<file path="src/common/icache_tag_defs.svh">
// sizing macros for the instruction cache tag subsystem
`ifndef ICACHE_TAG_DEFS_SVH
`define ICACHE_TAG_DEFS_SVH

//////////////////////////////////////////////////
// array geometry
//////////////////////////////////////////////////

`define ICACHE_TAG_AW 9	// set index bits, 512 sets

`define ICACHE_TAG_TW 12	// stored tag bits

`define ICACHE_TAG_WAYS 2	// ways per set

//////////////////////////////////////////////////
// protection
//////////////////////////////////////////////////

// interleaved check bits over the 15-bit payload
`define ICACHE_TAG_PW 4

`endif
</file>
<file path="src/common/icache_tag_pkg.sv">
// entry, RAM word, request and response types plus the tag parity function
`include "icache_tag_defs.svh"

package icache_tag_pkg;

	typedef logic [`ICACHE_TAG_AW-1:0] idx_t;
	typedef logic [`ICACHE_TAG_TW-1:0] tag_t;
	typedef logic [`ICACHE_TAG_PW-1:0] par_t;
	typedef logic [$clog2(`ICACHE_TAG_WAYS)-1:0] way_t;

	//////////////////////////////////////////////////
	// stored data
	//////////////////////////////////////////////////

	typedef struct packed {
		logic valid;	// bit 14
		logic lock;	// bit 13
		logic lock_dup;	// bit 12, copy of lock
		tag_t tag;
	} tag_entry_t;

	typedef struct packed {
		par_t       par;	// check bits on top
		tag_entry_t entry;
	} tag_word_t;

	//////////////////////////////////////////////////
	// requests and response
	//////////////////////////////////////////////////

	typedef struct packed {
		idx_t index;
		tag_t tag;
	} lookup_req_t;

	typedef struct packed {
		idx_t index;
		way_t way;
		logic lock;
		tag_t tag;	// valid is implied
	} fill_req_t;

	typedef struct packed {
		idx_t      index;
		way_t      way;
		tag_word_t word;	// raw, check bits included
	} diag_req_t;

	typedef struct packed {
		logic                        hit;
		way_t                        hit_way;
		logic                        par_err;
		logic [`ICACHE_TAG_WAYS-1:0] err_way_mask;
		logic                        victim_valid;
		way_t                        victim_way;
	} lookup_rsp_t;

	// check bit i covers payload bits with index mod PW == i
	function automatic par_t tag_parity(input tag_entry_t e);
		logic [$bits(tag_entry_t)-1:0] bits;
		par_t p;
		bits = e;
		p = '0;
		for (int i = 0; i < $bits(tag_entry_t); i++) begin
			p[i % `ICACHE_TAG_PW] ^= bits[i];
		end
		return p;
	endfunction

endpackage

</file>
<file path="src/icache_tag/icache_tag_lookup.sv">
// tag compare, hit and error merging, and victim choice for one lookup
`include "icache_tag_defs.svh"

module icache_tag_lookup (
	input  logic                        clk,
	input  logic                        arst_n,
	input  logic                        lookup_valid,
	input  logic [`ICACHE_TAG_TW-1:0]   lookup_tag,
	input  icache_tag_pkg::tag_entry_t  way_entry [`ICACHE_TAG_WAYS],
	input  logic [`ICACHE_TAG_WAYS-1:0] way_err,
	input  logic                        repl,
	output logic                        rsp_valid,
	output icache_tag_pkg::lookup_rsp_t rsp
);

	import icache_tag_pkg::*;

	tag_t                        tag_q;
	logic [`ICACHE_TAG_WAYS-1:0] way_hit;
	logic                        inv_found;
	way_t                        inv_way;
	way_t                        repl_way;
	way_t                        other_way;

	//////////////////////////////////////////////////
	// request stage
	//////////////////////////////////////////////////

	always_ff @(posedge clk or negedge arst_n) begin
		if (!arst_n) begin
			rsp_valid <= 1'b0;
		end else begin
			rsp_valid <= lookup_valid;	// RAM data lands next cycle
		end
	end

	always_ff @(posedge clk) begin
		if (lookup_valid) begin
			tag_q <= lookup_tag;
		end
	end

	//////////////////////////////////////////////////
	// hit and error
	//////////////////////////////////////////////////

	always_comb begin
		for (int w = 0; w < `ICACHE_TAG_WAYS; w++) begin
			way_hit[w] = way_entry[w].valid && (way_entry[w].tag == tag_q) && !way_err[w];
		end
	end

	always_comb begin
		rsp.hit     = |way_hit;
		rsp.hit_way = '0;
		for (int w = `ICACHE_TAG_WAYS - 1; w >= 0; w--) begin
			if (way_hit[w]) begin
				rsp.hit_way = way_t'(w);	// lowest hitting way wins
			end
		end
		rsp.par_err      = |way_err;
		rsp.err_way_mask = way_err;
	end

	//////////////////////////////////////////////////
	// victim
	//////////////////////////////////////////////////

	always_comb begin
		inv_found = 1'b0;
		inv_way   = '0;
		for (int w = `ICACHE_TAG_WAYS - 1; w >= 0; w--) begin
			if (!way_entry[w].valid) begin
				inv_found = 1'b1;
				inv_way   = way_t'(w);
			end
		end
	end

	assign repl_way  = way_t'(repl);
	assign other_way = ~repl_way;

	always_comb begin
		if (inv_found) begin
			rsp.victim_valid = 1'b1;
			rsp.victim_way   = inv_way;
		end else if (!way_entry[repl_way].lock) begin
			rsp.victim_valid = 1'b1;
			rsp.victim_way   = repl_way;
		end else if (!way_entry[other_way].lock) begin
			rsp.victim_valid = 1'b1;
			rsp.victim_way   = other_way;
		end else begin
			rsp.victim_valid = 1'b0;	// whole set locked
			rsp.victim_way   = repl_way;
		end
	end

endmodule

</file>
<file path="config.mk">
export PLATFORM = sky130hd
export DESIGN_NAME = icache_tag_lookup
export DESIGN_NICKNAME = d
export VERILOG_FILES = /design/src/common/icache_tag_pkg.sv /design/src/icache_tag/icache_tag_lookup.sv
export VERILOG_INCLUDE_DIRS = /design/src /design/src/common
export SDC_FILE = /design/constraint.sdc
export NUM_CORES = 1
export LEC_CHECK = 0
export ABC_AREA = 1
export BUFFER_PORTS_ARGS = -buffer_cell sky130_fd_sc_hd__buf_2
export CAP_MARGIN = 15
export CORE_ASPECT_RATIO = 0.6
export CORE_MARGIN = 10
export CORE_UTILIZATION = 31
export DETAILED_ROUTE_END_ITERATION = 10
export PLACE_DENSITY = 0.7
export SLEW_MARGIN = 40
export SYNTH_ARGS = -nofsm -noshare
export SYNTH_HDL_FRONTEND = slang
export SYNTH_SLANG_ARGS = --single-unit
</file>
<file path="constraint.sdc">
create_clock -name clk -period 1.7 [get_ports clk]
set_input_delay 0 -clock clk [delete_from_list [all_inputs] [get_ports clk]]
set_output_delay 0 -clock clk [all_outputs]
set_load 0.01 [all_outputs]
</file>
==> results.py, run 1 <==
metrics = {
    "drt": {
        "drtIter0Drc": 25,
        "via_count": 958,
        "drc": 0,
        "wl_per_cell_um": 11.1,
        "wl_um": 2580,
        "via_per_inst": 4.13,
        "firstDrtPassIters": 4,
        "antenna_left": 0,
    },
    "pwr": {
        "p_per_area_nw_per_um2": 638,
        "power_switching_mw": 0.222,
        "internal_power_mw": 0.651,
        "p_seq_frac": 0.454,
        "pwr-share-clk": 0.309,
        "power.leakage_nw": 0.742,
        "combPwrFrac": 0.237,
        "peakVddDrop_mv": 0.503,
        "p_sw_frac": 0.255,
    },
    "sta": {
        "worst_pin_slew_ns": 0.284,
        "finalCriticalPeriod_ns": 1.41,
        "max_freq_mhz": 710,
        "hold_viol_final": 0,
        "grt_setup_unrepaired": "no",
        "setup_viol": 0,
        "fin_crit_sh": 0.829,
        "relSlewSlack": 0.811,
        "finalMaxSlewViolations": 0,
        "setup_tns_ns": 0,
    },
    "critical_path": {
        "cp_num_buf_inv": 2,
        "cpLargestDelayFamily": "flip-flops",
        "critical-path-slowest-cell": "edfxtp_1",
        "crit_fanout": 2,
        "crit_end": "rsp[5]",
        "critical_path_required_ns": 1.70,
        "critPathCaptureType": "output pin",
        "worstPathArrival_ns": 1.41,
        "cp_cell_sequence": "inv_2 > o21ai_1 > nor2_1 > nand2_1 > nor2_2 > nand2_1 > nor2_1 > buf_2",
        "setup.worst_path.start": "tag_q[9]",
        "critical_path_depth": 8,
        "cpPeakStageDelay_ns": 0.45,
        "crit_type": "flop to output pin",
        "critPathLaunchType": "flop",
    },
    "placement": {
        "post_dp_cell_area_um2": 1190,
        "port_buffers": 53,
        "gp_congestion": 0.821,
        "dp_hpwl_um": 2220,
        "dp_cells": 215,
    },
    "finish": {
        "post-route-cell-area_um2": 1370,
        "area_delta_synth_final_pct": 52.0,
        "fin_cells": 232,
        "drive_gt1_frac": 0.318,
        "fin_util": 0.486,
        "nets": 247,
        "diodes": 0,
    },
    "clock_network": {
        "clk_pin_slew_ns": 0.05,
        "cts_buffers": 3,
        "root_buffer": "clkbuf_8",
        "cts_tree": "yes",
        "htree_levels": 1,
        "cts_sinks": 13,
        "cts.path.max_buffers": 2,
    },
    "synth": {
        "synth.avg_cell_area_um2": 6.92,
        "synth_cells": 130,
        "yosysWarnings": 0,
        "synth_seq_cells": 13,
        "synth_area_um2": 900,
        "synth_cell_types": 20,
        "ys_seq_area_frac": 0.428,
        "synth_fp_nets": 178,
    },
    "floorplanning": {
        "fp.dieW_um": 89.5,
        "dieArea_um2": 5530,
        "placement_rows": 15,
        "chipHeight_um": 61.7,
        "io_pins": 56,
        "coreArea_um2": 2820,
        "start_util": 0.320,
    },
    "min_path": {
        "min_path_type": "input port to flop",
    },
    "global_routing": {
        "first_global_vias": 969,
        "grt_pass1_wl_um": 3860,
        "grt_max_degree": 14,
        "overflow": 0,
        "grt_usage": 0.0916,
        "antenna_found_initial": 0,
    },
    "run": {
        "maxCapViolCount": 0,
    },
    "status": {
        "outcome": "completed",
    },
}
-- layout by cell type, fill, tap and decap left out, drive strengths merged --
| master | count |
|---|---|
| buf | 53 |
| nand2 | 45 |
| inv | 26 |
| nor2 | 21 |
| dlygate4sd3 | 13 |
| edfxtp | 12 |
| o21ai | 7 |
| xnor2 | 4 |
| nand3 | 4 |
| clkbuf | 4 |
| xor2 | 2 |
| a21boi | 1 |
| or2 | 1 |
| o211ai | 1 |
| clkinv | 1 |
| a21oi | 1 |
| nand4 | 1 |
| dfrtp | 1 |
-- layer usage --
layer | part of all wire | vias to the layer above | wire length (µm) | track usage
met5 | 0 | - | 0 | 0
met2 | 0.43 | 36 | 1120 | 0.144
met4 | 0.019 | 0 | 50 | 0.0405
met3 | 0.098 | 5 | 252 | 0.0443
li1 | - | 528 | - | -
met1 | 0.45 | 389 | 1160 | 0.105
-- timing repair --
action                                 CTS  global route
buffers inserted                         0             0
hold buffers                            13             0
endpoints found under the hold margin   13             0
gates resized for setup                  0             0
-- worst min path at each step --
stage | to | slack, ns | from | depth (start not counted)
6_report | rsp_valid | 0.04 | lookup_valid | 1
4_1_cts | rsp_valid | 0.03 | lookup_valid | 1
5_1_grt | rsp_valid | 0.04 | lookup_valid | 1
2_1_floorplan | rsp_valid | -0.30 | arst_n | 0
3_5_place_dp | rsp_valid | -0.22 | arst_n | 1
3_3_place_gp | rsp_valid | -0.22 | arst_n | 1
-- logic make-up (layout without fill, tap and decap cells) --
kind of cell           count (synthesis)  count (layout)  synth area share
AO/OA/AOI/OAI                         10              10            0.0612
buffers and inverters                 29              97             0.129
flip-flops                            13              13             0.428
AND/OR/NAND/NOR                       72              72             0.323
XOR/XNOR                               6               6            0.0584
-- power groups by stage --
stage	sequential (mW)	clock, mW	combinational (mW)
3_3_place_gp	0.402	0	0.182
3_5_place_dp	0.403	0	0.186
5_1_grt	0.399	0.297	0.236
2_1_floorplan	0.398	0	0.102
4_1_cts	0.396	0.280	0.209
6_report	0.396	0.270	0.207
-- through the flow --
stage	hold slack (ns)	worst slack [ns]	power, mW
floorplan	-0.296	0.699	0.500
global placement	-0.225	0.565	0.584
detailed placement	-0.222	0.536	0.588
CTS	0.0346	0.268	0.885
global route	0.0439	0.193	0.931
finish	0.0401	0.291	0.873
-- cells in the mapped netlist (all sizes together) --
cell type	n	share of area
o211ai	1	0.0083
nand3	4	0.022
xor2	2	0.019
buf	2	0.017
clkinv	1	0.0042
nor2	21	0.096
a21boi	1	0.0083
o21ai	7	0.039
nand2	45	0.19
inv	26	0.11
dfrtp	1	0.028
edfxtp	12	0.40
nand4	1	0.0070
xnor2	4	0.039
a21oi	1	0.0056
or2	1	0.0070
-- sequential cells by signal, summed over array words and instances, names as in the netlist --
signal and flops:
tag_q 12, rsp_valid 1
-- layout make-up --
class	count	area, µm²
flip-flops and latches	13	385
clock buffers	4	45.0
fillers	285	1450
well taps	34	42.5
inverters	27	101
repair buffers	66	395
multi-input cells	88	398
No activity file was read; power rests on OpenSTA's default activity.
==> inputs of run 2 (changes only) <==
- PLACE_DENSITY: 0.7 -> 0.73
- clock period: 1.7 -> 1.28 ns (I/O delays scaled with it)
==> run 2 against run 1 <==
  * The flow now finishes with violations (setup timing)
  * Wire length shrank 1.7%
  * Global-route usage is 0.091 points higher
  * Utilization up 1.2 points
  * Worst setup slack got worse by 0.43 ns
  * Via count fell by 0.10%
  * Final cell count up 0.43%
==> results.py, run 2 (synthesis gave the netlist of run 1 again) <==
metrics = {
    "global_routing": {
        "grt_pass1_wl_um": 3840,
        "first_global_vias": 930,
        "antenna_found_initial": 0,
        "overflow": 0,
        "grt_max_degree": 14,
        "grt_usage": 0.0925,
    },
    "min_path": {
        "whs_endpoint": "rsp_valid",
        "min_path_type": "input port to flop",
        "worstHoldPathCells": 1,
        "min_from": "lookup_valid",
    },
    "drt": {
        "wl_um": 2530,
        "wl_per_cell_um": 10.9,
        "antenna_left": 0,
        "firstDrtPassIters": 4,
        "via_count": 957,
        "drtIter0Drc": 18,
        "drc": 0,
        "via_per_inst": 4.11,
    },
    "finish": {
        "top_regs": "tag_q x12, rsp_valid x1",
        "nets": 248,
        "area_delta_synth_final_pct": 55.6,
        "diodes": 0,
        "mostFrequentLayoutCells": "buf_2 (53), nand2_1 (40), inv_1 (21)",
        "largest_register": "tag_q",
        "fin_util": 0.497,
        "fin_cells": 233,
        "largest_reg_flops": 12,
        "drive_gt1_frac": 0.372,
        "post-route-cell-area_um2": 1400,
        "final_common_cell": "buf_2",
    },
    "floorplanning": {
        "start_util": 0.320,
        "dieArea_um2": 5530,
        "placement_rows": 15,
        "io_pins": 56,
        "fp.dieW_um": 89.5,
        "coreArea_um2": 2820,
        "chipHeight_um": 61.7,
    },
    "pwr": {
        "peakVddDrop_mv": 0.578,
        "p_per_area_nw_per_um2": 838,
        "power.leakage_nw": 0.751,
        "p_total_mw": 1.17,
    },
    "sta": {
        "setup_slack_ns": -0.143,
        "finalCriticalPeriod_ns": 1.42,
        "relSlewSlack": 0.810,
        "max_freq_mhz": 703,
        "setup_tns_ns": -0.245,
        "grt_setup_unrepaired": "yes",
        "fin_crit_sh": 1.11,
        "holdWs_ns": 0.0385,
        "hold_viol_final": 0,
        "worst_pin_slew_ns": 0.286,
        "setup_viol": 2,
        "finalMaxSlewViolations": 0,
    },
    "critical_path": {
        "critical_path_required_ns": 1.28,
        "cpPeakStageDelay_ns": 0.39,
        "cp_num_buf_inv": 2,
        "cp_common_cell": "nand2_1",
        "critical-path-slowest-cell": "edfxtp_1",
        "critPathCaptureType": "output pin",
        "cp_cell_sequence": "buf_4 > nand2_1 > nand2_1 > nor2_1 > nand2_1 > nor2_2 > nand2_1 > nor2_1 > buf_2",
        "worstPathArrival_ns": 1.42,
        "critPathLaunchType": "flop",
        "crit_fanout": 2,
        "cpLargestDelayFamily": "simple AND/OR/NAND/NOR gates",
        "crit_type": "flop to output pin",
    },
    "clock_network": {
        "root_buffer": "clkbuf_8",
        "cts_tree": "yes",
        "cts_buffers": 3,
        "cts_sinks": 13,
        "cts.path.max_buffers": 2,
        "clk_pin_slew_ns": 0.05,
        "htree_levels": 1,
    },
    "run": {
        "maxCapViolCount": 0,
    },
    "placement": {
        "gp_congestion": 0.735,
        "dp_cells": 215,
        "port_buffers": 53,
        "pre_cts_ws_ns": 0.140,
        "dp_hpwl_um": 2210,
        "post_dp_cell_area_um2": 1190,
    },
    "status": {
        "outcome": "complete, but fails checks",
        "violations": "setup timing",
    },
}
-- run 2: cell types whose count changed in the layout (fill, tap and decap cells not counted) --
cell | before | now
xnor2_2 | 0 | 1
nand2_2 | 1 | 5
nand2_1 | 44 | 40
nor2_2 | 3 | 6
inv_2 | 3 | 5
inv_1 | 23 | 21
nor2_1 | 18 | 15
xnor2_1 | 4 | 3
buf_4 | 0 | 1
-- run 2: report_power, final --
part           switching [mW]  total (mW)  internal, mW
Sequential             0.0253       0.528         0.503
Clock                   0.137       0.356         0.219
Combinational           0.139       0.289         0.150
Total                   0.301        1.17         0.873
-- run 2: worst max-delay path by stage --
| stage | startpoint | to | slack (ns) | cells past startpoint |
|---|---|---|---|---|
| after floorplan | tag_q[4] | rsp[5] | 0.28 | 7 |
| after global placement | tag_q[4] | rsp[5] | 0.15 | 8 |
| after detailed placement | tag_q[0] | rsp[5] | 0.14 | 8 |
| after CTS | tag_q[0] | rsp[5] | -0.12 | 8 |
| after global routing | tag_q[9] | rsp[5] | -0.22 | 7 |
| final | tag_q[5] | rsp[5] | -0.14 | 9 |
-- run 2: metal layers --
metal / global-route usage / wire length, µm / up-vias
li1: - / - / 530
met1: 0.104 / 1110 / 393
met2: 0.148 / 1120 / 29
met3: 0.0443 / 274 / 5
met4: 0.0405 / 38 / 0
met5: 0 / 0 / -
-- run 2: final cells by class --
type                    instances  area (µm²)
inverters                      27         101
repair buffers                 67         403
fillers                       290        1420
clock buffers                   4        45.0
well taps                      34        42.5
flip-flops and latches         13         385
multi-input cells              88         423
-- run 2: timing repair --
item | in CTS | in global routing
hold buffers | 13 | 0
endpoints found under the setup margin | 2 | 2
endpoints found under the hold margin | 13 | 0
resized for setup | 0 | 10
pin swaps | 4 | 14
buffers inserted | 0 | 1
